===== src/source/rvseed_pkg.sv =====
package rvseed_pkg;

    // datapath widths
    localparam int xlen           = 64;
    localparam int inst_width     = 32;
    localparam int reg_addr_width = 5;

    localparam logic [xlen-1:0]       reset_pc    = 64'h0000_0000_8000_0000;
    localparam logic [inst_width-1:0] inst_ebreak = 32'h0010_0073;

    // accepted funct fields
    localparam logic [2:0] funct3_add  = 3'b000;
    localparam logic [2:0] funct3_bne  = 3'b001;
    localparam logic [2:0] funct3_jalr = 3'b000;
    localparam logic [6:0] funct7_sub  = 7'b0100000;

    // major opcodes, inst[6:0]
    typedef enum logic [6:0] {
        op_r_type = 7'b0110011,  // add, sub
        op_i_alu  = 7'b0010011,  // addi
        op_branch = 7'b1100011,  // bne
        op_store  = 7'b0100011,  // not implemented
        op_jal    = 7'b1101111,
        op_jalr   = 7'b1100111,
        op_lui    = 7'b0110111,
        op_auipc  = 7'b0010111,
        op_system = 7'b1110011   // ebreak only
    } opcode_e;

    typedef enum logic [1:0] {
        alu_and = 2'd0,
        alu_add = 2'd1,
        alu_sub = 2'd2
    } alu_op_e;

    // operand pair seen by the alu
    typedef enum logic [1:0] {
        src_reg     = 2'd0,  // rs1, rs2
        src_imm     = 2'd1,  // rs1, imm
        src_pc_four = 2'd2,  // pc, 4 (link value)
        src_pc_imm  = 2'd3   // pc, imm
    } alu_src_e;

    typedef enum logic [1:0] {
        imm_i = 2'd0,
        imm_b = 2'd1,
        imm_j = 2'd2,
        imm_u = 2'd3
    } imm_op_e;

    typedef enum logic [1:0] {
        st_reset = 2'd0,
        st_run   = 2'd1,
        st_halt  = 2'd2
    } core_state_e;

endpackage


===== src/source/alu.sv =====
`timescale 1ns/1ps

module alu
    import rvseed_pkg::*;
(
    input  alu_op_e         alu_op,
    input  alu_src_e        alu_src,
    input  logic [xlen-1:0] pc,
    input  logic [xlen-1:0] rs1_data,
    input  logic [xlen-1:0] rs2_data,
    input  logic [xlen-1:0] imm,
    output logic [xlen-1:0] result,
    output logic            taken     // operands differ, bne condition
);

    logic [xlen-1:0] op_a;
    logic [xlen-1:0] op_b;
    logic [xlen-1:0] diff;

    always_comb begin
        case (alu_src)
            src_reg:     begin op_a = rs1_data; op_b = rs2_data; end
            src_imm:     begin op_a = rs1_data; op_b = imm;      end
            src_pc_four: begin op_a = pc;       op_b = xlen'(4); end
            default:     begin op_a = pc;       op_b = imm;      end
        endcase
    end

    assign diff  = op_a - op_b;
    assign taken = |diff;

    always_comb begin
        case (alu_op)
            alu_add: result = op_a + op_b;
            alu_sub: result = diff;
            default: result = op_a & op_b;
        endcase
    end

endmodule


===== config.mk =====
export PLATFORM = sky130hd
export DESIGN_NAME = alu
export DESIGN_NICKNAME = d
export VERILOG_FILES = /design/src/source/rvseed_pkg.sv /design/src/source/alu.sv
export SDC_FILE = /design/constraint.sdc
export NUM_CORES = 1
export LEC_CHECK = 0
export BUFFER_PORTS_ARGS = -buffer_cell sky130_fd_sc_hd__buf_4
export CELL_PAD_IN_SITES_DETAIL_PLACEMENT = 1
export CELL_PAD_IN_SITES_GLOBAL_PLACEMENT = 1
export CORE_MARGIN = 2
export CORE_UTILIZATION = 34
export DETAILED_ROUTE_END_ITERATION = 7
export GPL_ROUTABILITY_DRIVEN = 0
export GPL_TIMING_DRIVEN = 0
export PLACE_DENSITY_LB_ADDON = 0.12
export SLEW_MARGIN = 0
export SYNTH_ARGS = -nofsm -noshare
export SYNTH_HDL_FRONTEND = slang
export SYNTH_SLANG_ARGS = --single-unit

===== constraint.sdc =====
create_clock -name vclk -period 8.4
set_input_delay 2.1 -clock vclk [all_inputs]
set_output_delay 2.1 -clock vclk [all_outputs]
set_load 0.02 [all_outputs]

==> impl_results.md <==
* Crit path time final at 8.65 ns
* Synth area leader: ha_1
* Overall power at 0.00204 W
* Violated checks: setup timing
* Top-count cell post-synth: a21oi_1
* Cell variety after synth at 90
* Drt drc at 0
* First-pass GRT wire length at 99200 um
* Register cell area after layout at 0 um^2
* Mapped cell area at 0.0115 mm^2
* DR vias at 16945
* Crit start category: primary input
* Hold path start: imm[0]
* Final period utilization at 1.03
* Most common cell on crit path: clkbuf_16
* Fin worst setup slack at -0.253 ns
* Layout area overhead at 46.7%
* Tot GR Track Use at 0.357
* Syn Area/Cell at 6.36 um^2
* Relative slew slack at 0.260
* Min Hold Slack at 4.80 ns
* WL per Instance at 25.7 um
* Status: complete, but fails checks
* Fin. Hold Viols at 0
* Number of max-cap violations at 0
* Endpoints failing setup at 6
* Initial antenna violation count at 0
* Layout cell share with drive strength beyond 1 at 0.344
* Lkg Pwr at 7.04 nW
* Compound-cell area share of the yosys netlist at 0.393
* Sequential share of the synthesized area at 0
* DR pass1 iterations at 5
* Starting Density at 0.344
* Slowest CP cell: or4_4
* Worst path required time at 6.30 ns
* Worst-Margin Slew at 1.11 ns
* Die area at 0.0352 mm^2
* Clk pwr share at 0
* CP max stage delay at 0.44 ns
* Post-synthesis net count at 2195
* Hold crit path type: primary input to output port
* Combinational power share at 1.000
* Grt total ovfl at 0
* DR vias/cell at 6.40
* Largest family of logic cells by synthesized area: compound AO/OA/AOI/OAI gates
* Worst Path Class, Setup: primary input to output port
* WL final at 67900 um
* Worst Setup SP: alu_src[1]
* Max VDD drop at 45.9 uV
* Yosys warnings at 0
* Die width at 188 um
* Post-synthesis xor/xnor area fraction at 0.0558
* Pint at 0.000776 W
* Chip height at 188 um
* Pwr dens at 121 mW/mm^2
* Syn Inst Count at 1804
* CLK BUF at 0
* Slew Viols, Final at 0
* Iter 0 DRT Violations at 1831
* RSZ-0062 raised after global routing: yes
* Post-synth top cells: a21oi_1 (178), nand2_1 (168), nor2_1 (161)
* DPL Wire Length at 52200 um
* Seq_cells at 0
* Critical Path End Type: output port
* Filler cell count at 4392
* Crit path DAT at 6.55 ns
* Routed Antenna Nets at 0
* Vias in the first global route at 16535
* Post-synth top area share at 0.141
* Critical path peak fanout at 7
* Switch Pwr at 0.00126 W
* Adder-cell area share of the yosys netlist at 0.144
* Mux cell area share after synthesis at 0.0743
* Nets at 2591
* Synth top area cells: ha_1 (14%), a21oi_1 (7.8%), o21ai_0 (6.4%), mux2_2 (6.4%), nand2_1 (5.5%)
* Largest net degree at the start of global routing at 11
* I/O Pins at 325
* Cell Rows at 67
* Fraction of power spent switching nets at 0.619
* Antenna Cells at 0
* PortBufs at 323
* Fmax achieved at 0.116 GHz
* Register share of total power at 0
* Simple-Gate Fraction of Synth Area at 0.241
* Critical Path, Cell by Cell: clkbuf_16 -> clkbuf_16 -> clkbuf_16 -> mux2_4 -> ha_4 -> buf_6 -> nor2b_4 -> or4_4 -> o211a_4 -> a211oi_4 -> buf_12 -> o31ai_4 -> a31oi_4 -> xnor2_1 -> or3_1 -> nor4_2 -> nand4_1 -> nor4_2 -> nand4b_1 -> buf_4
* Area of the core at 0.0334 mm^2
power by group through the flow:
| stage | Clock, W | Sequential (W) | Combinational [W] |
|---|---|---|---|
| 2_1_floorplan | 0 | 0 | 0.00104 |
| 3_3_place_gp | 0 | 0 | 0.00160 |
| 3_5_place_dp | 0 | 0 | 0.00163 |
| 4_1_cts | 0 | 0 | 0.00182 |
| 5_1_grt | 0 | 0 | 0.00213 |
| 6_report | 0 | 0 | 0.00204 |
worst paths after layout:
kind | to | slack (ns) | cells past startpoint
worst max-delay path | taken | -0.25 | 20
worst min-delay path | result[0] | 4.80 | 6
worst max-delay path, delay by kind of cell:
kind	cells	cell delay [ns]
compound gates	4	1.04
xor+xnor	1	0.15
fa+ha+maj	1	0.27
buf+inv	6	0.99
mux	1	0.34
simple gates	7	1.63
metal layers:
layer,part of all wire,up-vias,global-route usage,wire length [um]
met5,0,-,0,0
met1,0.40,8212,0.470,27300
met4,0.053,0,0.161,3630
li1,-,7420,-,-
met2,0.44,1069,0.571,29800
met3,0.10,244,0.0580,7110
logic make-up after synthesis:
| logic type | after synthesis |
|---|---|
| compound gates | 680 |
| xor+xnor | 73 |
| fa+ha+maj | 131 |
| buf+inv | 270 |
| mux | 77 |
| simple gates | 573 |
through the flow:
stage / setup slack, ns / setup TNS (ns) / utilization / area [um^2] / instances
2_1_floorplan: 0.0153 / 0 / - / 11500 / 1804
3_3_place_gp: -2.11 / -70.04 / 0.434 / 14500 / 2575
3_5_place_dp: -2.18 / -74.90 / 0.434 / 14500 / 2575
4_1_cts: -0.170 / -0.191 / 0.476 / 15900 / 2614
5_1_grt: -0.212 / -1.03 / 0.504 / 16800 / 2646
6_report: -0.253 / -0.405 / 0.504 / 16800 / 2646
final cells by class:
cell class | count | area [um^2] | share of cell area
Tap cell | 448 | 561 | 0.0333
Timing Repair Buffer | 404 | 3130 | 0.186
Multi-Input combinational cell | 1534 | 11800 | 0.701
Inverter | 148 | 583 | 0.0347
Buffer | 112 | 758 | 0.0451
layout by cell type, fill, tap and decap left out, types with 57 or more instances in the layout:
cell type | netlist | routed
a21oi_1 | 178 | 144
buf_4 | 3 | 401
ha_1 | 129 | 109
inv_1 | 139 | 134
mux2_2 | 65 | 64
nand2_1 | 168 | 166
nand2b_1 | 60 | 57
nor2_1 | 161 | 153
o21ai_0 | 147 | 121
xnor2_1 | 69 | 67
timing repair:
| item | CTS | global route |
|---|---|---|
| buffers inserted | 43 | 35 |
| endpoints found under the setup margin | 57 | 30 |
| cloned | 3 | 0 |
| pin swaps | 43 | 60 |
| gates resized for setup | 232 | 167 |
| endpoints found under the hold margin | 0 | 0 |
| hold buffers | 0 | 0 |
Power figures use the tool's default switching activity.
