File: src/source/rvseed_pkg.sv
package rvseed_pkg;

    // datapath widths
    localparam int xlen           = 64;
    localparam int inst_width     = 32;
    localparam int reg_addr_width = 5;

    localparam logic [xlen-1:0]       reset_pc    = 64'h0000_0000_8000_0000;
    localparam logic [inst_width-1:0] inst_ebreak = 32'h0010_0073;

    // accepted funct fields
    localparam logic [2:0] funct3_add  = 3'b000;
    localparam logic [2:0] funct3_bne  = 3'b001;
    localparam logic [2:0] funct3_jalr = 3'b000;
    localparam logic [6:0] funct7_sub  = 7'b0100000;

    // major opcodes, inst[6:0]
    typedef enum logic [6:0] {
        op_r_type = 7'b0110011,  // add, sub
        op_i_alu  = 7'b0010011,  // addi
        op_branch = 7'b1100011,  // bne
        op_store  = 7'b0100011,  // not implemented
        op_jal    = 7'b1101111,
        op_jalr   = 7'b1100111,
        op_lui    = 7'b0110111,
        op_auipc  = 7'b0010111,
        op_system = 7'b1110011   // ebreak only
    } opcode_e;

    typedef enum logic [1:0] {
        alu_and = 2'd0,
        alu_add = 2'd1,
        alu_sub = 2'd2
    } alu_op_e;

    // operand pair seen by the alu
    typedef enum logic [1:0] {
        src_reg     = 2'd0,  // rs1, rs2
        src_imm     = 2'd1,  // rs1, imm
        src_pc_four = 2'd2,  // pc, 4 (link value)
        src_pc_imm  = 2'd3   // pc, imm
    } alu_src_e;

    typedef enum logic [1:0] {
        imm_i = 2'd0,
        imm_b = 2'd1,
        imm_j = 2'd2,
        imm_u = 2'd3
    } imm_op_e;

    typedef enum logic [1:0] {
        st_reset = 2'd0,
        st_run   = 2'd1,
        st_halt  = 2'd2
    } core_state_e;

endpackage

File: src/source/imm_gen.sv
`timescale 1ns/1ps

module imm_gen
    import rvseed_pkg::*;
(
    input  logic [inst_width-1:0] inst,
    input  imm_op_e               imm_op,
    output logic [xlen-1:0]       imm     // sign extended
);

    logic sign;

    assign sign = inst[31];

    always_comb begin
        case (imm_op)
            imm_i: begin
                imm = {{(xlen-12){sign}}, inst[31:20]};
            end
            imm_b: begin
                // 13 bit offset, bit 0 always zero
                imm = {{(xlen-13){sign}}, inst[31], inst[7], inst[30:25],
                       inst[11:8], 1'b0};
            end
            imm_j: begin
                // 21 bit offset
                imm = {{(xlen-21){sign}}, inst[31], inst[19:12], inst[20],
                       inst[30:21], 1'b0};
            end
            imm_u: begin
                imm = {{(xlen-32){sign}}, inst[31:12], 12'b0};  // upper 20 bits << 12
            end
            default: begin
                imm = '0;
            end
        endcase
    end

endmodule

File: config.mk
export PLATFORM = sky130hd
export DESIGN_NAME = imm_gen
export DESIGN_NICKNAME = d
export VERILOG_FILES = /design/src/source/rvseed_pkg.sv /design/src/source/imm_gen.sv
export SDC_FILE = /design/constraint.sdc
export NUM_CORES = 1
export LEC_CHECK = 0
export ABC_AREA = 1
export BUFFER_PORTS_ARGS = -buffer_cell sky130_fd_sc_hd__buf_2
export CORE_AREA = 2 2 51 53
export DETAILED_ROUTE_END_ITERATION = 8
export DIE_AREA = 0 0 53 55
export GPL_TIMING_DRIVEN = 0
export PLACE_DENSITY = 0.75
export SYNTH_ARGS = -nofsm -noshare
export SYNTH_HDL_FRONTEND = slang
export SYNTH_SLANG_ARGS = --single-unit
File: constraint.sdc
create_clock -name vclk -period 0.8
set_input_delay 0.16 -clock vclk [all_inputs]
set_output_delay 0.16 -clock vclk [all_outputs]
set_load 0.1 [all_outputs]
==> results of run 1 <==
==> cells in the mapped netlist <==
cell type and count:
nor3_1 1, nand2_2 4, buf_6 2, buf_4 35, nand2_1 19, clkinv_1 1
o21ai_0 3, nand3_1 8, nor2_1 6, o21ai_2 10, inv_1 12
==> repair_timing <==
item / 4_1_cts
gates cloned: 2
resized for setup: 227
endpoints found under the setup margin: 64
buffers inserted: 1
hold buffers: 0
pin swaps: 2
==> kinds of logic after synthesis <==
kind of cell,count (synthesis),share of synthesized area (%)
compound gates,13,17.1
simple gates,38,27.3
buf+inv,50,55.6
==> metrics by stage <==
| step | instance area [sq um] | utilization, % | hold WS [ps] | TNS [ps] |
|---|---|---|---|---|
| after floorplan | 860 | - | 532 | -8680 |
| after global placement | 1350 | 57.2 | 784 | -40800 |
| after detailed placement | 1350 | 57.2 | 787 | -41850 |
| after CTS | 2220 | 93.9 | 696 | -4940 |
==> flow_summary_export.csv, run 1 <==
group,metric,value,unit
synth,syn_area,601,sq um
grt,grt_max_degree,19,
die,io-pin-count,98,
synth,synth_top_area_share,43.8,%
sta,worstEndpointType,"top-level output",
placement,place_inst,222,
die,rows,18,
die,die_h,55,microns
synth,ys_seq_area_share,0,%
synth,synth_fp_nets,135,
placement,portBuffers,91,
run_status,stop_error,"[ERROR DPL-0038] Utilization greater than 100%, impossible to legalize",
synth,syn_inst,101,
synth,yosysUniqueCellTypes,11,
run_status,status,"stopped before the end",
synth,synth.avg_cell_area,5.95,sq um
placement,place_ws,-850,ps
placement,place_congestion,0.750,
synth,yosysTopAreaCell,"buf_4",
synth,synthTopCellsByArea,"buf_4 44%, o21ai_2 15%, nand2_1 12%, inv_1 7.5%, nand3_1 6.7%",
die,die_x,53,microns
run_status,lastStage,"global routing",
die,initial_core_util,25.4,%
placement,hpwl,1750,microns
synth,ys_warn_count,0,
sta,worst_endpoint,"imm[20]",
==> inputs of run 2 (changes only) <==
--- a/config.mk
+++ b/config.mk
@@ -7,11 +7,11 @@
 export LEC_CHECK = 0
 export ABC_AREA = 1
 export BUFFER_PORTS_ARGS = -buffer_cell sky130_fd_sc_hd__buf_2
-export CORE_AREA = 2 2 51 53
+export CORE_AREA = 2 2 63 65
 export DETAILED_ROUTE_END_ITERATION = 8
-export DIE_AREA = 0 0 53 55
+export DIE_AREA = 0 0 65 67
 export GPL_TIMING_DRIVEN = 0
-export PLACE_DENSITY = 0.75
+export PLACE_DENSITY_LB_ADDON = 0.15
 export SYNTH_ARGS = -nofsm -noshare
 export SYNTH_HDL_FRONTEND = slang
 export SYNTH_SLANG_ARGS = --single-unit
==> constraint.sdc (replaced) <==
create_clock -name vclk -period 1.05
set_input_delay 0.21 -clock vclk [all_inputs]
set_output_delay 0.21 -clock vclk [all_outputs]
set_load 0.1 [all_outputs]
==> run 2 against run 1 <==
Synthesized cell count unchanged. Area after synthesis unchanged. The flow now finishes, with violations (negative setup slack).
==> flow_summary_export.csv, run 2 <==
group,metric,value,unit
run_status,status,"complete, but fails checks",
run_status,violations,"negative setup slack",
sta,maxSlewViolCount,0,
synth,synth_commonest_cells,"35 x buf_4, 19 x nand2_1, 12 x inv_1, 10 x o21ai_2, 8 x nand3_1",
die,die_x,65,microns
worst_setup_path,critPathRequiredTime,840,ps
worst_setup_path,endpoint_kind,"output pin",
worst_setup_path,slowest_delay,190,ps
placement,place_congestion,0.641,
worst_setup_path,start_kind,"input port",
finish,stdcell_area,2110,sq um
synth,synth_top_area_share,43.8,%
placement,place_inst,240,
routing,vias,921,
sta,max_slew_margin,81.4,%
pwr,leakage,0.00105,uW
run,maxCapViolCount,0,
pwr,p_per_area,1050,nW/um^2
synth,ys_seq_area_share,0,%
sta,whs,799,ps
finish,n_antenna_cell,0,
finish,seq_cells,0,
sta,worst_pin_slew,282,ps
finish,clkbuf_count,0,
grt,gr-total-overflow,0,
sta,period_needed,1110,ps
sta,fmax,898,MHz
routing,antenna_left,0,
sta,rsz0062_at_grt,"yes",
placement,hpwl,1730,microns
synth,synthTopCellsByArea,"buf_4 44%, o21ai_2 15%, nand2_1 12%, inv_1 7.5%, nand3_1 6.7%",
routing,routed_wl,2650,microns
sta,finalHoldViolations,0,
worst_setup_path,path_max_fanout,5,
min_path,hold_path_end,"imm[12]",
die,core,3610,sq um
synth,ys_warn_count,0,
finish,stdcell_count,242,
worst_setup_path,worstPathCellList,"buf_8 -> nand2_8 -> nand2_8 -> buf_16 -> o21ai_4 -> buf_12",
routing,dr.first_iter.drc_count,1,
routing,detail_route.vias_per_cell,3.81,
synth,synth.avg_cell_area,5.95,sq um
routing,first_pass_iters,4,
pwr,ir_worst_vdd,0.603,mV
finish,final_common_cell,"buf_4",
routing,drc,0,
sta,setup_viol,20,
grt,grt_pass1_wl,4040,microns
finish,utilization,58.6,%
placement,portBuffers,91,
finish,layout_common_cells,"66 x buf_4, 36 x buf_12, 24 x buf_2, 13 x o21ai_4, 10 x inv_1",
sta,finalCritPeriodShare,106,%
grt,antenna_found_initial,0,
worst_setup_path,worst_path_max_delay_cell,"buf_12",
die,fp.dieArea,4360,sq um
clocking,holdBufCountCts,0,
synth,yosysMostFrequentCell,"buf_4",
finish,layout.nets,230,
worst_setup_path,critical_path_class,"input port to output pin",
sta,setup_slack,-64.0,ps
finish,regArea,0,sq um
die,die_h,67,microns
grt,grtUsageTotal,11.5,%
synth,yosysUniqueCellTypes,11,
finish,drive_gt1_share,90.2,%
die,rows,22,
worst_setup_path,worst_path_most_repeated_cell,"nand2_8",
grt,grt_pass1_vias,889,
grt,grt_max_degree,37,
min_path,min_path_type,"input port to output pin",
synth,syn_area,601,sq um
die,initial_core_util,16.7,%
min_path,min_path_cells,4,
worst_setup_path,crit_arrival,900,ps
die,io-pin-count,98,
min_path,hp-start,"inst[12]",
synth,yosysTopAreaCell,"buf_4",
synth,syn_inst,101,
routing,post_drt_wl_per_cell,10.9,microns
synth,synth_fp_nets,135,
finish,synthToLayoutAreaGrowth,252,%
placement,postPlaceCellArea,1350,sq um
==> run 2: cell counts after synthesis <==
No cell type changed its count.
==> run 2: worst max-delay path by stage <==
stage	from	end	slack (ps)	cells after the start
2_1_floorplan	imm_op[1]	imm[0]	-290	2
3_3_place_gp	inst[31]	imm[20]	-710	5
3_5_place_dp	inst[31]	imm[20]	-760	5
4_1_cts	imm_op[0]	imm[27]	-70	6
5_1_grt	imm_op[0]	imm[7]	-90	6
6_report	imm_op[0]	imm[21]	-60	6
==> run 2: per-stage QoR <==
stage                     TNS (ps)  worst slack (ps)  power, uW
after floorplan              -4230              -285       1500
after global placement      -29840              -715       1730
after detailed placement    -32250              -760       1730
after CTS                    -1070             -66.1       2200
after global routing         -1740             -89.9       2280
final                        -1080             -64.0       2220
==> run 2: routing by layer <==
metal  global-route usage, %  up-vias  part of all wire [%]
met5                       0        -                     0
met4                   0.798        0                  0.94
met3                    3.38        2                    11
met2                    20.7       63                    51
met1                    14.1      391                    37
li1                        -      465                     -
==> run 2: where the power goes <==
group,switching [uW],leakage (uW),total (uW),internal [uW]
registers,0,0,0,0
logic,1510,0.00105,2220,701
clock network,0,0,0,0
total,1510,0.00105,2220,701
==> run 2: cell type report <==
type / count / area (sq um)
buffer: 37 / 323
inverter: 13 / 82.6
multi-input combinational: 51 / 549
timing repair buffer: 93 / 1100
tap: 48 / 60.1
fill: 308 / 1490
==> run 2: cell families after synthesis <==
group	share of synthesized area, %
buf+inv	55.6
compound gates	17.1
simple gates	27.3
==> run 2: what timing repair did <==
action,CTS,global route
setup endpoints to repair,64,27
pin swaps,2,1
gates resized for setup,193,7
cloned,1,0
buffers inserted,1,0
==> run 2: critical path: cells and delay by family <==
| family | cells | cell delay [ps] |
|---|---|---|
| simple gates | 2 | 160 |
| compound gates | 1 | 70 |
| buf+inv | 3 | 450 |
Power figures use the tool's default switching activity.
