--- config.mk ---
export PLATFORM = sky130hd
export DESIGN_NAME = fetch_unit
export DESIGN_NICKNAME = d
export VERILOG_FILES = /design/src/source/rvseed_pkg.sv /design/src/source/fetch_unit.sv
export SDC_FILE = /design/constraint.sdc
export NUM_CORES = 1
export LEC_CHECK = 0
export ABC_CLOCK_PERIOD_IN_PS = 2900
export BUFFER_PORTS_ARGS = -buffer_cell sky130_fd_sc_hd__buf_4
export CORE_MARGIN = 2
export CORE_UTILIZATION = 40
export CTS_CLUSTER_SIZE = 8
export DETAILED_ROUTE_END_ITERATION = 8
export GPL_TIMING_DRIVEN = 0
export HOLD_SLACK_MARGIN = 0.05
export SYNTH_ARGS = -nofsm -noshare
export SYNTH_HDL_FRONTEND = slang
export SYNTH_SLANG_ARGS = --single-unit
--- constraint.sdc ---
create_clock -name clk -period 2.9 [get_ports clk]
set_input_delay 0.435 -clock clk [delete_from_list [all_inputs] [get_ports clk]]
set_output_delay 0.435 -clock clk [all_outputs]
set_load 0.05 [all_outputs]
--- src/source/rvseed_pkg.sv ---
package rvseed_pkg;

    // datapath widths
    localparam int xlen           = 64;
    localparam int inst_width     = 32;
    localparam int reg_addr_width = 5;

    localparam logic [xlen-1:0]       reset_pc    = 64'h0000_0000_8000_0000;
    localparam logic [inst_width-1:0] inst_ebreak = 32'h0010_0073;

    // accepted funct fields
    localparam logic [2:0] funct3_add  = 3'b000;
    localparam logic [2:0] funct3_bne  = 3'b001;
    localparam logic [2:0] funct3_jalr = 3'b000;
    localparam logic [6:0] funct7_sub  = 7'b0100000;

    // major opcodes, inst[6:0]
    typedef enum logic [6:0] {
        op_r_type = 7'b0110011,  // add, sub
        op_i_alu  = 7'b0010011,  // addi
        op_branch = 7'b1100011,  // bne
        op_store  = 7'b0100011,  // not implemented
        op_jal    = 7'b1101111,
        op_jalr   = 7'b1100111,
        op_lui    = 7'b0110111,
        op_auipc  = 7'b0010111,
        op_system = 7'b1110011   // ebreak only
    } opcode_e;

    typedef enum logic [1:0] {
        alu_and = 2'd0,
        alu_add = 2'd1,
        alu_sub = 2'd2
    } alu_op_e;

    // operand pair seen by the alu
    typedef enum logic [1:0] {
        src_reg     = 2'd0,  // rs1, rs2
        src_imm     = 2'd1,  // rs1, imm
        src_pc_four = 2'd2,  // pc, 4 (link value)
        src_pc_imm  = 2'd3   // pc, imm
    } alu_src_e;

    typedef enum logic [1:0] {
        imm_i = 2'd0,
        imm_b = 2'd1,
        imm_j = 2'd2,
        imm_u = 2'd3
    } imm_op_e;

    typedef enum logic [1:0] {
        st_reset = 2'd0,
        st_run   = 2'd1,
        st_halt  = 2'd2
    } core_state_e;

endpackage

--- src/source/fetch_unit.sv ---
`timescale 1ns/1ps

module fetch_unit
    import rvseed_pkg::*;
(
    input  logic            clk,
    input  logic            rst_n,
    input  logic            branch,
    input  logic            jump,
    input  logic            jalr,
    input  logic            taken,
    input  logic            ebreak,
    input  logic            illegal,
    input  logic [xlen-1:0] imm,
    input  logic [xlen-1:0] rs1_data,
    output logic [xlen-1:0] pc,        // also the fetch address
    output logic            retire,
    output logic            halt
);

    core_state_e     state;
    logic [xlen-1:0] jalr_sum;
    logic [xlen-1:0] next_pc;
    logic            stop;

    assign stop     = ebreak || illegal;
    assign jalr_sum = rs1_data + imm;

    always_comb begin
        if (jalr) begin
            next_pc = {jalr_sum[xlen-1:1], 1'b0};  // target bit 0 cleared
        end else if (jump || (branch && taken)) begin
            next_pc = pc + imm;
        end else begin
            next_pc = pc + xlen'(4);
        end
    end

    assign retire = (state == st_run) && !stop;
    assign halt   = (state == st_halt);

    always_ff @(posedge clk) begin
        if (!rst_n) begin
            state <= st_reset;
            pc    <= reset_pc;
        end else begin
            case (state)
                st_reset: state <= st_run;  // one idle cycle after reset
                st_run: begin
                    if (stop) begin
                        state <= st_halt;    // pc stays on the faulting inst
                    end else begin
                        pc <= next_pc;
                    end
                end
                default: state <= st_halt;  // held until reset
            endcase
        end
    end

endmodule

==> results of run 1 <==
==> report_power, final <==
part	leakage, nW	switching, mW	internal, mW
Sequential	0.557	0.0975	0.947
Combinational	5.90	1.75	1.12
Clock	0.151	0.512	0.754
Total	6.61	2.36	2.82
==> cells in the final DEF (no fill, tap or decap), types with 11 or more instances in the layout <==
cell type / netlist / routed
nand3_1: 48 / 46
nand2_1: 175 / 165
o21bai_1: 19 / 18
buf_4: 0 / 266
nor2_1: 159 / 152
a211oi_2: 2 / 11
ha_2: 0 / 21
o21a_1: 22 / 20
and3_1: 20 / 19
inv_1: 31 / 31
dfxtp_1: 66 / 28
ha_1: 126 / 79
buf_6: 1 / 12
and4_1: 13 / 13
o211ai_1: 16 / 16
a21oi_2: 0 / 36
nor3_1: 42 / 38
o21ai_0: 152 / 123
clkbuf_1: 87 / 57
dfxtp_4: 0 / 15
xnor2_1: 82 / 76
ha_4: 0 / 26
o21ai_1: 7 / 21
xor2_1: 61 / 52
a21oi_1: 210 / 167
o21ai_2: 1 / 11
nand2b_1: 13 / 13
nand4_1: 52 / 52
a31oi_1: 28 / 20
a21o_1: 53 / 53
dfxtp_2: 0 / 23
a211oi_1: 41 / 31
==> how the worst max path moves through the flow <==
stage                     depth (start not counted)         from     end  slack (ps)
final                                            13  rs1_data[0]  pc[62]        -230
after detailed placement                         12       imm[2]  pc[61]       -1360
after floorplan                                  12       imm[0]  pc[20]         -20
after CTS                                        11        pc[1]  pc[57]        -290
after global placement                           13      imm[33]  pc[63]       -1380
after global routing                             12       pc[30]  pc[57]        -300
==> per-layer routing <==
layer  routed length [um]  GRT usage
met1                24400      0.467
met2                26500      0.588
met3                 4210     0.0450
met4                 2610      0.152
met5                    0          0
==> worst max-delay path: cells and delay by family <==
family / cells / cell delay, ps
AO/OA/AOI/OAI: 7 / 1690
AND/OR/NAND/NOR: 3 / 470
buffers and inverters: 1 / 90
adder cells (fa/ha/maj): 1 / 350
XOR/XNOR: 1 / 310
==> cell families (layout without fill, tap and decap cells) <==
group | after synthesis | in the layout | share of synthesized area
buffers and inverters | 125 | 399 | 0.0404
xor gates and xnor gates | 145 | 145 | 0.108
muxes | 7 | 7 | 0.00611
AOI/OAI and AO/OA | 666 | 666 | 0.355
and+or+nand+nor | 596 | 596 | 0.242
DFF | 66 | 66 | 0.111
adders and majority gates | 128 | 128 | 0.136
==> layout make-up <==
| class | instances | area [um2] |
|---|---|---|
| Timing Repair Buffer | 273 | 2110 |
| Tap cell | 390 | 488 |
| Inverter | 32 | 120 |
| Multi-Input combinational cell | 1542 | 11600 |
| Buffer | 78 | 352 |
| Sequential cell | 66 | 1410 |
| Clock inverter | 7 | 92.6 |
| Fill cell | 2935 | 13000 |
| Clock buffer | 9 | 225 |
==> sequential cells by signal, summed over array words and instances, names as in the netlist <==
name   count
pc        64
state      2
==> metrics by stage <==
step                TNS [ps]  cells  power [mW]  utilization
global route           -4790   2397        5.40        0.557
CTS                    -2770   2360        4.92        0.525
finish                 -2740   2397        5.18        0.557
detailed placement    -44960   2323        3.44        0.480
global placement      -44980   2323        3.44        0.480
floorplan              -46.7   1733        2.60            -
==> what timing repair did <==
item / CTS / global route
endpoints found under the hold margin: 0 / 0
pin swaps: 83 / 82
resized for setup: 174 / 164
setup buffers: 34 / 40
setup endpoints to repair: 62 / 41
==> results.sh, run 1 <==
export IMPL_end_kind="flip-flop"
export IMPL_timing_hold_violations_final=0
export IMPL_path_class="input port to flip-flop"
export IMPL_grt_setup_unrepaired="true"
export IMPL_violations="negative setup slack"
export IMPL_synth_top_area_cell="ha_1"
export IMPL_clk_pin_slew_worst_paths_ps=60
export IMPL_clock_path_buffers=2
export IMPL_wire_per_inst_um=24.1
export IMPL_yosys_area_top_type_share=0.133
export IMPL_critPathSlowestCell="fa_2"
export IMPL_max_slew_margin=0.257
export IMPL_cp_required_ps=3130
export IMPL_die_h_um=176
export IMPL_routed_wl_um=57800
export IMPL_numCtsBuffers=9
export IMPL_fp_row_count=63
export IMPL_final_setup_viol_count=23
export IMPL_grt_total_usage=0.356
export IMPL_post_route_cell_area_um2=16400
export IMPL_ys_flop_type="dfxtp_1"
export IMPL_status="complete, but fails checks"
export IMPL_min_path_type="input port to flip-flop"
export IMPL_postRouteAntennaNets=0
export IMPL_dpl_instance_area_um2=14100
export IMPL_rrSetupSlack_ps=-220
export IMPL_peakVddDrop_v=0.000211
export IMPL_period_share=1.08
export IMPL_diodes=0
export IMPL_reg2reg_to="pc[57]"
export IMPL_holdPathStages=5
export IMPL_grt_pass1_vias=14329
export IMPL_synth_common_cells="210 x a21oi_1, 175 x nand2_1, 159 x nor2_1, 152 x o21ai_0, 126 x ha_1"
export IMPL_die_w_um=176
export IMPL_start_util=0.404
export IMPL_synth_cell_types=87
export IMPL_coreArea_um2=29400
export IMPL_first_iter_violations=1361
export IMPL_cp_max_fo=4
export IMPL_maxClockFrequency_mhz=319
export IMPL_finClkSkew_ps=3.83
export IMPL_place_ws_ps=-1360
export IMPL_grt_max_degree=13
export IMPL_synth_seq_area_share=0.111
export IMPL_startpoint_type="input port"
export IMPL_min_to="pc[63]"
export IMPL_postSynthCellCount=1733
export IMPL_synth_edf_count=0
export IMPL_whs_ps=520
export IMPL_yosysMostFrequentCell="a21oi_1"
export IMPL_powerDensity_nw_per_um2=317
export IMPL_synth_fp_nets=1997
export IMPL_yosysWarnings=0
export IMPL_min_delay_start="rs1_data[63]"
export IMPL_max_cap_violations=0
export IMPL_async_flop_share=0
export IMPL_via_per_inst=6.32
export IMPL_place_hpwl_um=44900
export IMPL_syn_area_um2=11900
export IMPL_syn_area_per_cell_um2=6.85
export IMPL_drc=0
export IMPL_cts_max_level=3
export IMPL_worst_slew_pin_slew_ps=1120
export IMPL_drv_slew=0
export IMPL_r2r_start="pc[30]"
export IMPL_clockRootBuffer="clkbuf_16"
export IMPL_gp_congestion=0.961
export IMPL_vias=15152
export IMPL_cts_tree="built"
export IMPL_grt_pass1_wl_um=84600
export IMPL_synthTopCellsByArea="ha_1 13%, dfxtp_1 11%, a21oi_1 8.9%"
export IMPL_clock_latency_ps=350
export IMPL_ctsHoldBuffers=0
export IMPL_cp_arrival_ps=3360
export IMPL_final_setup_worst_slack_ps=-233
export IMPL_dr_pass1_iters=6
export IMPL_drive_gt1_frac=0.292
export IMPL_rr_worst_depth=12
export IMPL_post_route_min_period_ps=3130
export IMPL_worstPathCellList="buf_6 > and2_4 > fa_2 > a21o_1 > a311o_1 > a31oi_4 > nor4_4 > o2111ai_4 > nand3_4 > a221oi_4 > o21ai_2 > xnor2_2 > a211oi_2"
export IMPL_die_area_um2=31100
export IMPL_portBuffers=200
export IMPL_p_leak_nw=6.61
export IMPL_io_pins=202
export IMPL_cpPeakStageDelay_ps=350
export IMPL_area_growth_pct=37.9
export IMPL_clkSinkCount=66
export IMPL_final_nets=2266
export IMPL_synth_seq_cells=66
export IMPL_grt_overflow_total=0
export IMPL_antenna_found_initial=0
Note: power is estimated with default switching activity, not from simulation.
==> inputs of run 2 (changes only) <==
- ABC_CLOCK_PERIOD_IN_PS: 2900 -> 3900
- clock period: 2.9 -> 3.9 ns (I/O delays scaled with it)
==> results.sh, run 2 (synthesis gave the netlist of run 1 again) <==
export IMPL_met1_length_um=23900
export IMPL_die_h_um=176
export IMPL_post_route_min_period_ps=3870
export IMPL_cts_tree="built"
export IMPL_r2r_start="pc[20]"
export IMPL_dp_cells=2323
export IMPL_status="finished, final reports clean"
export IMPL_via_per_inst=6.24
export IMPL_grt_max_degree=12
export IMPL_gp_congestion=0.984
export IMPL_maxClockFrequency_mhz=259
export IMPL_routed_wl_um=54300
export IMPL_drc=0
export IMPL_cts_max_level=3
export IMPL_cp_max_fo=4
export IMPL_grt_pass1_vias=13711
export IMPL_cp_required_ps=4080
export IMPL_grt_pass1_wl_um=80700
export IMPL_p_leak_nw=6.01
export IMPL_dr_pass1_iters=5
export IMPL_largest_reg_flops=64
export IMPL_clk_pin_slew_worst_paths_ps=60
export IMPL_cp_arrival_ps=4050
export IMPL_whs_ps=516
export IMPL_stdcell_count=2344
export IMPL_drv_slew=0
export IMPL_drive_gt1_frac=0.138
export IMPL_min_path_type="flip-flop to flip-flop"
export IMPL_io_pins=202
export IMPL_peakVddDrop_v=0.000168
export IMPL_grt_overflow_total=0
export IMPL_clock_latency_ps=350
export IMPL_final_setup_worst_slack_ps=33.2
export IMPL_portBuffers=200
export IMPL_fp_row_count=63
export IMPL_reg2reg_to="pc[58]"
export IMPL_ff_latch_area_um2=1320
export IMPL_place_hpwl_um=44300
export IMPL_coreArea_um2=29400
export IMPL_rr_worst_depth=12
export IMPL_start_util=0.404
export IMPL_max_cap_violations=0
export IMPL_dpl_instance_area_um2=13900
export IMPL_postRouteAntennaNets=0
export IMPL_wire_per_inst_um=23.2
export IMPL_startpoint_type="input port"
export IMPL_final_nets=2213
export IMPL_netSwitchingFraction=0.459
export IMPL_period_share=0.991
export IMPL_final_setup_viol_count=0
export IMPL_first_iter_violations=1114
export IMPL_antenna_found_initial=0
export IMPL_p_total_mw=3.44
export IMPL_met3WireLength_um=3680
export IMPL_p_int_mw=1.86
export IMPL_final_common_cell="a21oi_1"
export IMPL_clockRootBuffer="clkbuf_16"
export IMPL_path_class="input port to flip-flop"
export IMPL_clock_path_buffers=2
export IMPL_final_cell_mix="210 x a21oi_1, 205 x buf_4, 175 x nand2_1"
export IMPL_vias=14627
export IMPL_setup_tns_ps=0
export IMPL_die_area_um2=31100
export IMPL_rrSetupSlack_ps=170
export IMPL_top_register="pc"
export IMPL_worst_slew_pin_slew_ps=1010
export IMPL_grt_setup_unrepaired="false"
export IMPL_met2_length_um=23800
export IMPL_place_ws_ps=-526
export IMPL_die_w_um=176
export IMPL_highest_layer="met4"
export IMPL_comb_power_share=0.523
export IMPL_fillCellCount=3102
export IMPL_area_growth_pct=20.4
export IMPL_clkPwrFrac=0.250
export IMPL_multi_input_area_um2=10200
export IMPL_min_to="pc[0]"
export IMPL_max_slew_margin=0.321
export IMPL_ctsHoldBuffers=0
export IMPL_holdPathStages=2
export IMPL_end_kind="flip-flop"
export IMPL_power_switching_mw=1.58
export IMPL_finClkSkew_ps=10.2
export IMPL_powerDensity_nw_per_um2=241
export IMPL_power_share_sequential=0.227
export IMPL_fin_util=0.486
export IMPL_clkSinkCount=66
export IMPL_largestRegisters="pc (64), state (2)"
export IMPL_post_route_cell_area_um2=14300
export IMPL_timing_hold_violations_final=0
export IMPL_grt_total_usage=0.340
export IMPL_min_delay_start="pc[0]"
export IMPL_numCtsBuffers=9
export IMPL_diodes=0
## run 2: changes by cell type in the layout (fill, tap and decap cells not counted), moves of 10 or more
cell      previous run  this run
a21oi_1            167       210
o21ai_1             21         8
nand2_1            165       175
o21ai_0            123       150
ha_4                26         0
clkbuf_1            57        86
buf_6               12         1
buf_4              266       205
ha_2                21         1
dfxtp_2             23         0
dfxtp_1             28        66
ha_1                79       125
dfxtp_4             15         0
a21oi_2             36         0
## run 2: critical path, cell delays in order
cell and delay [ps]:
buf_4 110, ha_1 340, a21oi_1 250, a21oi_1 150
o211a_1 280, o2111ai_1 490, a211oi_2 280, o211ai_1 380
a21oi_1 180, a211oi_1 480, xor2_1 380, a211oi_1 130
## run 2: worst max-delay path by stage
stage          startpoint     end  slack [ps]  cells past startpoint
6_report           imm[2]  pc[53]          30                     12
5_1_grt             pc[2]  pc[60]          10                     11
4_1_cts            pc[20]  pc[58]          20                     12
3_5_place_dp      imm[33]  pc[63]        -530                     13
3_3_place_gp      imm[33]  pc[63]        -570                     13
2_1_floorplan       pc[2]  pc[57]         590                     11
## run 2: per-layer routing
layer	vias to the layer above	GRT usage
met5	-	0
met4	0	0.171
met3	149	0.0517
met2	644	0.543
met1	6877	0.446
li1	6957	-
## run 2: cell type report
class / count / area share
timing repair buffer: 205 / 0.108
clock inverter: 5 / 0.00376
inverter: 32 / 0.00840
sequential: 66 / 0.0924
clock buffer: 11 / 0.0170
buffer: 93 / 0.0252
tap: 390 / 0.0341
multi-input combinational: 1542 / 0.711
## run 2: repair_timing
action                                  CTS  global route
pin swaps                                 1             6
setup buffers                             1             4
resized for setup                         5            17
endpoints found under the setup margin    8            14
## run 2: power groups by stage
stage	Sequential (mW)	Combinational [mW]	Clock [mW]
after floorplan	0.864	1.04	0
after global placement	0.792	1.73	0
after detailed placement	0.791	1.73	0
after CTS	0.777	1.75	0.864
after global routing	0.784	1.94	0.896
final	0.780	1.80	0.861
==> inputs of run 3 (changes only) <==
- RECOVER_POWER: unset -> 25
==> results.sh, run 3 (synthesis gave the netlist of run 1 again) <==
export IMPL_end_kind="flip-flop"
export IMPL_clock_path_buffers=2
export IMPL_fp_row_count=63
export IMPL_stdcell_count=2344
export IMPL_clock_latency_ps=350
export IMPL_grt_setup_unrepaired="false"
export IMPL_timing_hold_violations_final=0
export IMPL_antenna_found_initial=0
export IMPL_netSwitchingFraction=0.460
export IMPL_ctsHoldBuffers=0
export IMPL_grt_total_usage=0.340
export IMPL_cts_max_level=3
export IMPL_postRouteAntennaNets=0
export IMPL_clockRootBuffer="clkbuf_16"
export IMPL_place_hpwl_um=44300
export IMPL_cp_arrival_ps=4040
export IMPL_diodes=0
export IMPL_power_switching_mw=1.58
export IMPL_final_common_cell="a21oi_1"
export IMPL_final_nets=2213
export IMPL_min_path_type="flip-flop to flip-flop"
export IMPL_cts_tree="built"
export IMPL_grt_overflow_total=0
export IMPL_io_pins=202
export IMPL_first_iter_violations=1127
export IMPL_finClkSkew_ps=10.0
export IMPL_path_class="input port to flip-flop"
export IMPL_die_w_um=176
export IMPL_p_leak_nw=5.87
export IMPL_dr_pass1_iters=6
export IMPL_powerDensity_nw_per_um2=242
export IMPL_grt_max_degree=12
export IMPL_max_slew_margin=0.357
export IMPL_maxClockFrequency_mhz=260
export IMPL_cp_max_fo=4
export IMPL_comb_power_share=0.522
export IMPL_clkPwrFrac=0.251
export IMPL_dp_cells=2323
export IMPL_final_setup_viol_count=0
export IMPL_clk_pin_slew_worst_paths_ps=60
export IMPL_via_per_inst=6.28
export IMPL_gp_congestion=0.984
export IMPL_routed_wl_um=54200
export IMPL_status="finished, final reports clean"
export IMPL_period_share=0.987
export IMPL_grt_pass1_wl_um=80700
export IMPL_numCtsBuffers=9
export IMPL_vias=14726
export IMPL_clkSinkCount=66
export IMPL_max_cap_violations=0
export IMPL_die_h_um=176
export IMPL_die_area_um2=31100
export IMPL_drv_slew=0
export IMPL_grt_pass1_vias=13711
export IMPL_p_int_mw=1.85
export IMPL_fillCellCount=3130
export IMPL_area_growth_pct=19.4
export IMPL_portBuffers=200
export IMPL_power_share_sequential=0.228
export IMPL_drive_gt1_frac=0.121
export IMPL_coreArea_um2=29400
export IMPL_setup_tns_ps=0
export IMPL_largest_reg_flops=64
export IMPL_peakVddDrop_v=0.000169
export IMPL_wire_per_inst_um=23.1
export IMPL_holdPathStages=2
export IMPL_largestRegisters="pc (64), state (2)"
export IMPL_rr_worst_depth=12
export IMPL_cp_required_ps=4090
export IMPL_final_cell_mix="210 x a21oi_1, 175 x nand2_1, 172 x buf_4"
export IMPL_post_route_min_period_ps=3850
export IMPL_top_register="pc"
export IMPL_worst_slew_pin_slew_ps=964
export IMPL_startpoint_type="input port"
export IMPL_drc=0
export IMPL_start_util=0.404
run 3: cell types whose count changed in the layout (fill, tap and decap cells not counted), sizes merged:
cell / before / now
buf: 212 / 179
clkbuf: 97 / 130
run 3: final timing paths:
path,from,end,slack [ps]
worst min-delay path,pc[0],pc[0],520
worst min register to register,pc[0],pc[0],520
worst max-delay path,imm[2],pc[61],50
worst max register to register,pc[20],pc[58],180
run 3: worst max-delay path, stage by stage:
cell and delay [ps]:
buf_4 110, ha_1 340, nand4_1 170, a21oi_1 250
o211a_1 240, o2111ai_1 310, a211oi_2 650, o21ai_0 210
a21oi_1 390, o21ai_0 260, xor2_1 380, a311oi_1 140
run 3: power groups by stage:
stage | Combinational (mW) | Sequential (mW) | Clock, mW
5_1_grt | 1.92 | 0.783 | 0.896
3_3_place_gp | 1.73 | 0.792 | 0
4_1_cts | 1.75 | 0.777 | 0.864
6_report | 1.79 | 0.779 | 0.859
3_5_place_dp | 1.73 | 0.791 | 0
2_1_floorplan | 1.04 | 0.864 | 0
run 3: cell type report:
type,count,area (um2),area share
Multi-Input combinational cell,1542,10200,0.718
Timing Repair Buffer,205,1420,0.0999
Sequential cell,66,1320,0.0933
Tap cell,390,488,0.0344
Buffer,93,360,0.0254
Clock buffer,11,243,0.0171
Inverter,32,120,0.00848
Clock inverter,5,53.8,0.00380
run 3: layer usage:
| metal | wire length (um) | GRT usage |
|---|---|---|
| met3 | 3890 | 0.0517 |
| met5 | 0 | 0 |
| met1 | 23500 | 0.446 |
| met4 | 2880 | 0.171 |
| met2 | 23900 | 0.543 |
run 3: through the flow:
step,instance area (um2),util,hold WS [ps],total power [mW],setup slack (ps)
after global routing,14200,0.482,548,3.60,17.6
final,14200,0.482,519,3.42,52.1
after CTS,14200,0.482,517,3.39,23.6
after global placement,13900,0.471,498,2.52,-573
after floorplan,11900,-,504,1.91,594
after detailed placement,13900,0.471,509,2.52,-526
run 3: what timing repair did:
action / CTS / global route
cloned: 0 / 0
resized for setup: 5 / 17
setup buffers: 1 / 4
endpoints found under the setup margin: 8 / 14
pin swaps: 1 / 6
