[src/source/rvseed_pkg.sv]
package rvseed_pkg;

    // datapath widths
    localparam int xlen           = 64;
    localparam int inst_width     = 32;
    localparam int reg_addr_width = 5;

    localparam logic [xlen-1:0]       reset_pc    = 64'h0000_0000_8000_0000;
    localparam logic [inst_width-1:0] inst_ebreak = 32'h0010_0073;

    // accepted funct fields
    localparam logic [2:0] funct3_add  = 3'b000;
    localparam logic [2:0] funct3_bne  = 3'b001;
    localparam logic [2:0] funct3_jalr = 3'b000;
    localparam logic [6:0] funct7_sub  = 7'b0100000;

    // major opcodes, inst[6:0]
    typedef enum logic [6:0] {
        op_r_type = 7'b0110011,  // add, sub
        op_i_alu  = 7'b0010011,  // addi
        op_branch = 7'b1100011,  // bne
        op_store  = 7'b0100011,  // not implemented
        op_jal    = 7'b1101111,
        op_jalr   = 7'b1100111,
        op_lui    = 7'b0110111,
        op_auipc  = 7'b0010111,
        op_system = 7'b1110011   // ebreak only
    } opcode_e;

    typedef enum logic [1:0] {
        alu_and = 2'd0,
        alu_add = 2'd1,
        alu_sub = 2'd2
    } alu_op_e;

    // operand pair seen by the alu
    typedef enum logic [1:0] {
        src_reg     = 2'd0,  // rs1, rs2
        src_imm     = 2'd1,  // rs1, imm
        src_pc_four = 2'd2,  // pc, 4 (link value)
        src_pc_imm  = 2'd3   // pc, imm
    } alu_src_e;

    typedef enum logic [1:0] {
        imm_i = 2'd0,
        imm_b = 2'd1,
        imm_j = 2'd2,
        imm_u = 2'd3
    } imm_op_e;

    typedef enum logic [1:0] {
        st_reset = 2'd0,
        st_run   = 2'd1,
        st_halt  = 2'd2
    } core_state_e;

endpackage

[src/source/ctrl.sv]
`timescale 1ns/1ps

module ctrl
    import rvseed_pkg::*;
(
    input  logic [inst_width-1:0]     inst,      // instruction from fetch port
    output logic                      branch,    // conditional branch
    output logic                      jump,      // jal or jalr
    output logic                      jalr,      // target from rs1
    output logic                      wb_en,     // rd gets written
    output logic [reg_addr_width-1:0] wb_addr,
    output logic [reg_addr_width-1:0] rs1_addr,
    output logic [reg_addr_width-1:0] rs2_addr,
    output imm_op_e                   imm_op,
    output alu_op_e                   alu_op,
    output alu_src_e                  alu_src,
    output logic                      ebreak,
    output logic                      illegal    // outside the supported subset
);

    opcode_e                   opcode;
    logic [2:0]                funct3;
    logic [6:0]                funct7;
    logic [reg_addr_width-1:0] rd;
    logic [reg_addr_width-1:0] rs1;
    logic [reg_addr_width-1:0] rs2;

    assign opcode = opcode_e'(inst[6:0]);
    assign funct3 = inst[14:12];
    assign funct7 = inst[31:25];
    assign rd     = inst[11:7];
    assign rs1    = inst[19:15];
    assign rs2    = inst[24:20];

    assign ebreak = (inst == inst_ebreak);  // exact match only

    always_comb begin
        // safe defaults, nothing written
        branch   = 1'b0;
        jump     = 1'b0;
        jalr     = 1'b0;
        wb_en    = 1'b0;
        wb_addr  = '0;
        rs1_addr = '0;
        rs2_addr = '0;
        imm_op   = imm_i;
        alu_op   = alu_and;
        alu_src  = src_reg;
        illegal  = 1'b0;

        case (opcode)
            op_r_type: begin
                if (funct3 == funct3_add) begin
                    wb_en    = 1'b1;
                    wb_addr  = rd;
                    rs1_addr = rs1;
                    rs2_addr = rs2;
                    alu_src  = src_reg;
                    alu_op   = (funct7 == funct7_sub) ? alu_sub : alu_add;
                end else begin
                    illegal = 1'b1;
                end
            end
            op_i_alu: begin
                if (funct3 == funct3_add) begin  // addi
                    wb_en    = 1'b1;
                    wb_addr  = rd;
                    rs1_addr = rs1;
                    imm_op   = imm_i;
                    alu_src  = src_imm;
                    alu_op   = alu_add;
                end else begin
                    illegal = 1'b1;
                end
            end
            op_branch: begin
                if (funct3 == funct3_bne) begin
                    branch   = 1'b1;
                    rs1_addr = rs1;
                    rs2_addr = rs2;
                    imm_op   = imm_b;
                    alu_src  = src_reg;
                    alu_op   = alu_sub;  // taken comes from the difference
                end else begin
                    illegal = 1'b1;
                end
            end
            op_store: begin
                illegal = 1'b1;  // no data memory
            end
            op_jal: begin
                jump    = 1'b1;
                wb_en   = 1'b1;
                wb_addr = rd;
                imm_op  = imm_j;
                alu_src = src_pc_four;  // link = pc + 4
                alu_op  = alu_add;
            end
            op_jalr: begin
                if (funct3 == funct3_jalr) begin
                    jump     = 1'b1;
                    jalr     = 1'b1;
                    wb_en    = 1'b1;
                    wb_addr  = rd;
                    rs1_addr = rs1;
                    imm_op   = imm_i;
                    alu_src  = src_pc_four;
                    alu_op   = alu_add;
                end else begin
                    illegal = 1'b1;
                end
            end
            op_lui: begin
                wb_en   = 1'b1;
                wb_addr = rd;
                imm_op  = imm_u;
                alu_src = src_imm;  // x0 + imm
                alu_op  = alu_add;
            end
            op_auipc: begin
                wb_en   = 1'b1;
                wb_addr = rd;
                imm_op  = imm_u;
                alu_src = src_pc_imm;
                alu_op  = alu_add;
            end
            op_system: begin
                illegal = (inst != inst_ebreak);  // ecall, csr ops unsupported
            end
            default: begin
                illegal = 1'b1;
            end
        endcase
    end

endmodule

[config.mk]
export PLATFORM = sky130hd
export DESIGN_NAME = ctrl
export DESIGN_NICKNAME = d
export VERILOG_FILES = /design/src/source/rvseed_pkg.sv /design/src/source/ctrl.sv
export SDC_FILE = /design/constraint.sdc
export NUM_CORES = 1
export LEC_CHECK = 0
export BUFFER_PORTS_ARGS = -buffer_cell sky130_fd_sc_hd__buf_2
export CORE_UTILIZATION = 37
export DETAILED_ROUTE_END_ITERATION = 8
export PLACE_DENSITY_LB_ADDON = 0.3
export SYNTH_ARGS = -nofsm -noshare
export SYNTH_HDL_FRONTEND = slang
export SYNTH_SLANG_ARGS = --single-unit
[constraint.sdc]
create_clock -name vclk -period 4.48
set_clock_uncertainty 0.15 [all_clocks]
set_input_delay 0.896 -clock vclk [all_inputs]
set_output_delay 0.896 -clock vclk [all_outputs]
set_load 0.1 [all_outputs]
==> results of run 1 <==
## through the flow
| stage | total power, mW | hold slack [ns] | setup TNS [ns] | std cells | utilization |
|---|---|---|---|---|---|
| detailed placement | 0.05374 | 2.142 | 0 | 147 | 0.6410 |
| global placement | 0.05267 | 2.142 | 0 | 147 | 0.6410 |
| global route | 0.05788 | 2.157 | 0 | 147 | 0.6410 |
| CTS | 0.05387 | 2.144 | 0 | 147 | 0.6410 |
| floorplan | 0.02952 | 1.834 | -0.08590 | 75 | - |
| finish | 0.05419 | 2.142 | 0 | 147 | 0.6410 |
## area by class of cell
class,instances,area share
inverter,1,0.004444
multi-input combinational,72,0.6237
tap,15,0.02222
timing repair buffer,59,0.3496
## synthesized netlist by cell type, drive strengths merged, types with 2 or more instances
cell type	count	area, um2
nor4	5	37.53
o21bai	3	26.27
nor3b	2	20.02
nand3b	5	41.29
a21oi	6	33.78
buf	2	16.26
nand2	4	15.01
nor4bb	2	20.02
nor2	3	11.26
and2	15	93.84
and3	4	25.02
nor3	2	15.01
o21ai	4	20.02
nand3	2	10.01
and3b	2	17.52
## kinds of logic after synthesis
logic type,count (synthesis)
buffers and inverters,3
AND/OR/NAND/NOR,52
AO/OA/AOI/OAI,20
## power groups by stage
stage / combinational (mW) / sequential [mW] / clock [mW]
final: 0.0542 / 0 / 0
after global routing: 0.0579 / 0 / 0
after CTS: 0.0539 / 0 / 0
after detailed placement: 0.0537 / 0 / 0
after global placement: 0.0527 / 0 / 0
after floorplan: 0.0295 / 0 / 0
## worst min-delay path by stage
stage                   from           to  depth (start not counted)
global placement    inst[22]  rs2_addr[2]                          3
floorplan            inst[3]         jalr                          1
global route        inst[11]   wb_addr[4]                          3
finish              inst[19]  rs1_addr[4]                          3
CTS                 inst[19]  rs1_addr[4]                          3
detailed placement  inst[19]  rs1_addr[4]                          3
## metal layers
layer  track usage  share of wire  vias up
met5             0              0        -
met4             0         0.0032        0
met3             0          0.058        2
met2        0.4758           0.54       46
met1        0.2796           0.40      391
li1              -              -      402
==> results.toml, run 1 <==
[logic_synthesis]
syn-num-nets = 107
synth.area.mux_share = 0
synth_compound_area_frac = 0.2918
syn_inst = 75
ys_warn_count = 0
yosys.area_share.simple = 0.6706
seq_area_frac_synth = 0
yosysUniqueCellTypes = 36
netlist_area_pre_place_um2 = 531.8
main_combinational_cell_family_by_area_after_synthesis = "simple AND/OR/NAND/NOR gates"
syn_area_per_cell_um2 = 7.090
synth_adder_area_share = 0
yosys.area_share.xor_xnor = 0

[placement]
postPlaceCellArea_um2 = 844.6
detailedPlace.worstSlack_ns = 0.9421
routabilityCongestion = 0.8416
port_buffers = 59
estimated_wirelength_of_the_detail_placed_design_um = 1601

[routing]
avgRoutedWirePerCell_um = 12.67
drt_wl_total_um = 1862
drt-initial-drc-count = 16
drc_errors = 0
drt-vias-per-instance = 5.721
ant_nets = 0
dr_total_vias = 841
first_pass_iters = 4

[floorplan]
floorplan.initialDensity = 0.4036
ioPinCount = 59
rows = 13
die-height_um = 39.91
die-area_um2 = 1593
design.core.area_um2 = 1318
die_width_um = 39.91

[sta]
timing.final.ws_setup_ns = 0.9208
final_max_slew_viol_count = 0
finalSetupViolations = 0
rsz_0062_raised_after_global_routing = "false"
final_hold_viol_count = 0
timing.slew.headroom = 0.6717
finalWorstPathRequiredPeriod_ns = 3.559
worstMarginPinSlew_ns = 0.4959
fmaxAchievable_mhz = 281.0
post-route-period-util = 0.7945

[global_route]
antenna_violations_before_repair = 0
grt_pass1_vias = 625
grt_pass1_wl_um = 2649
total_overflow_reported_by_the_global_router = 0
largest_net_degree_at_the_start_of_global_routing = 12
globalRouteTotalUtil = 0.2339

[power]
power_frac_comb = 1.000
power.switching_fraction = 0.6379
sequentialPowerShare = 0
power_density_nw_per_um2 = 64.16
power.switching_mw = 0.03457
p_leak_nw = 0.4606
internal_power_mw = 0.01962
max-vdd-ir-drop_mv = 0.03531
clock_power_share = 0

[cells_and_area]
diodes = 0
layout-drive-gt1-share = 0.5379
final_design_area_no_fill_um2 = 844.6
clkbuf_count = 0
seq_cells = 0
commonest_cells_after_routing_fill_and_taps_aside = "sky130_fd_sc_hd__buf_2 (59), sky130_fd_sc_hd__and2_1 (15), sky130_fd_sc_hd__a21oi_1 (5)"
multi_input_area_um2 = 526.8
synth_to_layout_area_growth_pct = 58.82
filler_cells_inserted = 132
num-nets-final = 166
area.sequential_um2 = 0
layout_commonest_cell = "sky130_fd_sc_hd__buf_2"

[critical_path]
cp_top_family = "simple AND/OR/NAND/NOR gates"
critPathArrivalTime_ns = 2.51
worst_setup_path_endpoint = "rs1_addr[3]"
cp-startpoint = "inst[4]"
crit_path_top_delay_cell = "sky130_fd_sc_hd__buf_2"
cp_peak_stage_delay_ns = 0.42
cp.required_ns = 3.43
setup.worst_path.end_class = "output port"
timing.critical_path.from_type = "input pin"
depth_of_the_critical_timing_path_with_buffers_and_inverters_included = 6
worstPathMaxFanout = 8
worst-setup-path-type = "in2out"
cpMostUsedCell = "sky130_fd_sc_hd__buf_2"
cp.buffers_inverters = 2
worstPathCellList = "buf_2, and3b_1, nand3b_2, a2111oi_4, and2_1, buf_2"

[clock_tree]
postCtsHoldBufs = 0
post-cts-setup-buffer-count = 0
ctsResizeCount = 0

[run_status]
outcome = "finished clean"

[run]
drv_cap = 0

[hold_path]
min_path_type = "in2out"
(Power assumes the default switching activity.)
==> inputs of run 2 (changes only) <==
--- a/config.mk
+++ b/config.mk
@@ -6,7 +6,7 @@
 export NUM_CORES = 1
 export LEC_CHECK = 0
 export BUFFER_PORTS_ARGS = -buffer_cell sky130_fd_sc_hd__buf_2
-export CORE_UTILIZATION = 37
+export CORE_UTILIZATION = 33
 export DETAILED_ROUTE_END_ITERATION = 8
 export PLACE_DENSITY_LB_ADDON = 0.3
 export SYNTH_ARGS = -nofsm -noshare
==> constraint.sdc (replaced) <==
create_clock -name vclk -period 3.1
set_clock_uncertainty 0.15 [all_clocks]
set_input_delay 0.62 -clock vclk [all_inputs]
set_output_delay 0.62 -clock vclk [all_outputs]
set_load 0.1 [all_outputs]
==> run 2 against run 1 <==
Critical path depth is the same. Clock-buffer cell count unchanged. Die area up 11%. Global-route usage increased by 1.4 points. Hold slack got worse by 0.64 ns. Combinational power is 60% higher. Critical path type unchanged. Largest power group unchanged.
==> results.toml, run 2 (synthesized netlist as in run 1, its figures left out) <==
[cells_and_area]
layout-drive-gt1-share = 0.6241
diodes = 0
area.sequential_um2 = 0
num-nets-final = 167
filler_cells_inserted = 103
final_cells = 149
synth_to_layout_area_growth_pct = 120.9
multi_input_area_um2 = 563.0
layout_commonest_cell = "sky130_fd_sc_hd__buf_2"
seq_cells = 0
clkbuf_count = 0
commonest_cells_after_routing_fill_and_taps_aside = "sky130_fd_sc_hd__buf_2 (40), sky130_fd_sc_hd__buf_12 (19), sky130_fd_sc_hd__and2_1 (10)"

[critical_path]
worstPathCellList = "buf_2, nor4_1, nand3_1, nor4_4, o22ai_2, buf_2"
cp_peak_stage_delay_ns = 0.43
setup.worst_path.end_class = "output port"
cp.required_ns = 2.33
critPathArrivalTime_ns = 2.15
cp-startpoint = "inst[27]"
timing.critical_path.from_type = "input pin"
cpMostUsedCell = "sky130_fd_sc_hd__buf_2"
worstPathMaxFanout = 2
worst-setup-path-type = "in2out"
crit_path_top_delay_cell = "sky130_fd_sc_hd__nor4_4"

[floorplan]
ioPinCount = 59
design.core.area_um2 = 1506
die-height_um = 42.14
rows = 14
die_width_um = 42.14
floorplan.initialDensity = 0.3530
die-area_um2 = 1776

[power]
max-vdd-ir-drop_mv = 0.03802
total_power_mw = 0.08647
p_leak_nw = 0.5248
power_density_nw_per_um2 = 73.60

[placement]
estimated_wirelength_of_the_detail_placed_design_um = 1893
port_buffers = 59
routabilityCongestion = 0.8300
detailedPlace.worstSlack_ns = 0.1752
placed_cell_count = 149

[run]
drv_cap = 0

[clock_tree]
post-cts-setup-buffer-count = 0
postCtsHoldBufs = 0
ctsResizeCount = 0

[hold_path]
min_path_type = "in2out"
hold_crit_start = "inst[11]"

[sta]
rsz_0062_raised_after_global_routing = "false"
final_max_slew_viol_count = 0
finalSetupViolations = 0
post-route-period-util = 0.9433
fmaxAchievable_mhz = 342.0
finalWorstPathRequiredPeriod_ns = 2.924
final_hold_viol_count = 0
worstMarginPinSlew_ns = 0.4888
timing.slew.headroom = 0.6764
timing.final.ws_setup_ns = 0.1757

[global_route]
total_overflow_reported_by_the_global_router = 0
met3_usage = 0.008621
grt_most_used_layer = "met2"
globalRouteMet2Util = 0.4875
antenna_violations_before_repair = 0
largest_net_degree_at_the_start_of_global_routing = 12
globalRouteTotalUtil = 0.2476
grt_pass1_wl_um = 3519
m1_gr_usage = 0.2987
grt_pass1_vias = 804

[routing]
dr_total_vias = 826
avgRoutedWirePerCell_um = 14.53
ant_nets = 0
drt_wl_total_um = 2165
drc_errors = 0
drt-initial-drc-count = 23
drt-vias-per-instance = 5.544
first_pass_iters = 4

[run_status]
outcome = "finished clean"
-- run 2: cell count changes in the layout (fill, tap and decap cells not counted), moves of 5 or more --
cell / previous run / this run
sky130_fd_sc_hd__and2_1: 15 / 10
sky130_fd_sc_hd__and2_2: 0 / 5
sky130_fd_sc_hd__buf_12: 0 / 19
sky130_fd_sc_hd__buf_2: 59 / 40
-- run 2: metal layers --
layer	wire length, um	share of wire
met1	805	0.37
met2	1170	0.54
met5	0	0
met4	40	0.018
met3	148	0.068
-- run 2: path summary, 6_finish.rpt --
check,end,slack (ns),cells after the start
max,illegal,0.18,6
min,wb_addr[4],1.50,3
-- run 2: final cells by class --
| type | instances | area share |
|---|---|---|
| Inverter | 1 | 0.003195 |
| Multi-Input combinational cell | 72 | 0.4792 |
| Tap cell | 16 | 0.01704 |
| Timing Repair Buffer | 60 | 0.5005 |
-- run 2: through the flow --
stage	hold slack, ns	cell area [um2]	util	TNS [ns]
6_report	1.497	1175	0.7799	0
5_1_grt	1.515	1175	0.7799	0
4_1_cts	1.500	1175	0.7799	0
3_5_place_dp	1.499	1175	0.7799	0
3_3_place_gp	1.494	1175	0.7799	0
2_1_floorplan	1.282	583.1	-	-1.162
-- run 2: critical path: cells and delay by family --
family	cells	cell delay (ns)
and+or+nand+nor	3	0.99
buffers and inverters	2	0.40
AOI/OAI and AO/OA	1	0.14
-- run 2: power breakdown --
group / internal, mW / total, mW / leakage (nW) / switching, mW
sequential: 0 / 0 / 0 / 0
combinational: 0.0334 / 0.0865 / 0.525 / 0.0530
clock: 0 / 0 / 0 / 0
==> inputs of run 3 (changes only) <==
--- a/config.mk
+++ b/config.mk
@@ -6,9 +6,12 @@
 export NUM_CORES = 1
 export LEC_CHECK = 0
 export BUFFER_PORTS_ARGS = -buffer_cell sky130_fd_sc_hd__buf_2
-export CORE_UTILIZATION = 33
+export CELL_PAD_IN_SITES_DETAIL_PLACEMENT = 1
+export CELL_PAD_IN_SITES_GLOBAL_PLACEMENT = 1
+export CORE_UTILIZATION = 20
 export DETAILED_ROUTE_END_ITERATION = 8
 export PLACE_DENSITY_LB_ADDON = 0.3
+export SLEW_MARGIN = 20
 export SYNTH_ARGS = -nofsm -noshare
 export SYNTH_HDL_FRONTEND = slang
 export SYNTH_SLANG_ARGS = --single-unit
==> run 3 against run 2 <==
Non-clock buffer count increased by 2. Utilization shrank 28 points. Fmax increased by 0.29%. Critical path type unchanged. Critical endpoint unchanged.
==> results.toml, run 3 (synthesized netlist as in run 1, its figures left out) <==
[critical_path]
cpMostUsedCell = "sky130_fd_sc_hd__buf_2"
timing.critical_path.from_type = "input pin"
critPathArrivalTime_ns = 2.15
cp_peak_stage_delay_ns = 0.42
setup.worst_path.end_class = "output port"
worstPathCellList = "buf_2, nor4bb_1, nand4_1, nor4_4, o22ai_2, buf_2"
cp.buffers_inverters = 2
worstPathMaxFanout = 8
cp.required_ns = 2.33
worst-setup-path-type = "in2out"
cp_top_family = "simple AND/OR/NAND/NOR gates"
crit_path_top_delay_cell = "sky130_fd_sc_hd__nor4_4"

[placement]
port_buffers = 59
postPlaceCellArea_um2 = 1237
routabilityCongestion = 0.7683
estimated_wirelength_of_the_detail_placed_design_um = 2403
placed_cell_count = 165

[sta]
finalSetupViolations = 0
timing.slew.headroom = 0.6595
final_hold_viol_count = 0
fin_hold_ws_ns = 1.508
finalWorstPathRequiredPeriod_ns = 2.916
worstMarginPinSlew_ns = 0.5054
final_max_slew_viol_count = 0
rsz_0062_raised_after_global_routing = "false"
tns_ns = 0
post-route-period-util = 0.9406
fmaxAchievable_mhz = 342.9

[cells_and_area]
synth_to_layout_area_growth_pct = 132.7
num-nets-final = 169
area.sequential_um2 = 0
layout_commonest_cell = "sky130_fd_sc_hd__buf_2"
diodes = 0
layout-drive-gt1-share = 0.6296
commonest_cells_after_routing_fill_and_taps_aside = "sky130_fd_sc_hd__buf_2 (38), sky130_fd_sc_hd__buf_12 (21), sky130_fd_sc_hd__and2_1 (10)"
seq_cells = 0
final_cells = 165
multi_input_area_um2 = 563.0
final_design_area_no_fill_um2 = 1237
filler_cells_inserted = 307
clkbuf_count = 0

[floorplan]
die-height_um = 53.57
ioPinCount = 59
design.core.area_um2 = 2500
rows = 18
die-area_um2 = 2869
floorplan.initialDensity = 0.2127
die_width_um = 53.57

[global_route]
largest_net_degree_at_the_start_of_global_routing = 12
grt_pass1_vias = 859
grt_pass1_wl_um = 4347
total_overflow_reported_by_the_global_router = 0
antenna_violations_before_repair = 0
globalRouteTotalUtil = 0.2117

[routing]
avgRoutedWirePerCell_um = 16.50
first_pass_iters = 4
drt-vias-per-instance = 5.036
drc_errors = 0
drt_wl_total_um = 2722
drt-initial-drc-count = 8
dr_total_vias = 831
ant_nets = 0

[clock_tree]
ctsResizeCount = 0
postCtsHoldBufs = 0
post-cts-setup-buffer-count = 0

[power]
max-vdd-ir-drop_mv = 0.03879
p_leak_nw = 0.5397
total_power_mw = 0.09194
power_density_nw_per_um2 = 74.30

[hold_path]
min_path_type = "in2out"
worst_hold_path.endpoint = "rs1_addr[4]"
hold_path_depth = 3
hold_crit_start = "inst[19]"

[run_status]
outcome = "finished clean"

[run]
drv_cap = 0
run 3: per-layer routing:
layer	up-vias	global-route usage	routed length (um)
met5	-	0	0
met1	399	0.2550	1079
li1	409	-	-
met3	0	0.01130	76
met2	23	0.4250	1566
met4	0	0.004386	0
run 3: worst max path at each step:
stage          slack (ns)      from      end  cells past startpoint
2_1_floorplan       -0.60  inst[27]  illegal                      4
3_3_place_gp         0.24   inst[4]  illegal                      6
3_5_place_dp         0.18   inst[4]  illegal                      6
4_1_cts              0.18   inst[4]  illegal                      6
5_1_grt              0.11   inst[2]  illegal                      6
6_report             0.18   inst[4]  illegal                      6
run 3: area by class of cell:
type | count | share of cell area
timing repair buffer | 62 | 0.5116
multi-input combinational | 72 | 0.4550
tap | 30 | 0.03033
inverter | 1 | 0.003033
run 3: report_power, final:
group | switching, mW | internal [mW] | leakage [nW] | total [mW]
Clock | 0 | 0 | 0 | 0
Combinational | 0.0565 | 0.0354 | 0.540 | 0.0919
Sequential | 0 | 0 | 0 | 0
Total | 0.0565 | 0.0354 | 0.540 | 0.0919
run 3: tightest hold or removal path, delay by kind of cell:
kind          cells  cell delay [ns]
simple gates      1             0.15
buf+inv           2             0.26
run 3: through the flow:
step | setup WS [ns] | util
after CTS | 0.1765 | 0.4950
after detailed placement | 0.1817 | 0.4950
after floorplan | -0.5986 | -
after global routing | 0.1117 | 0.4950
final | 0.1840 | 0.4950
after global placement | 0.2368 | 0.4950
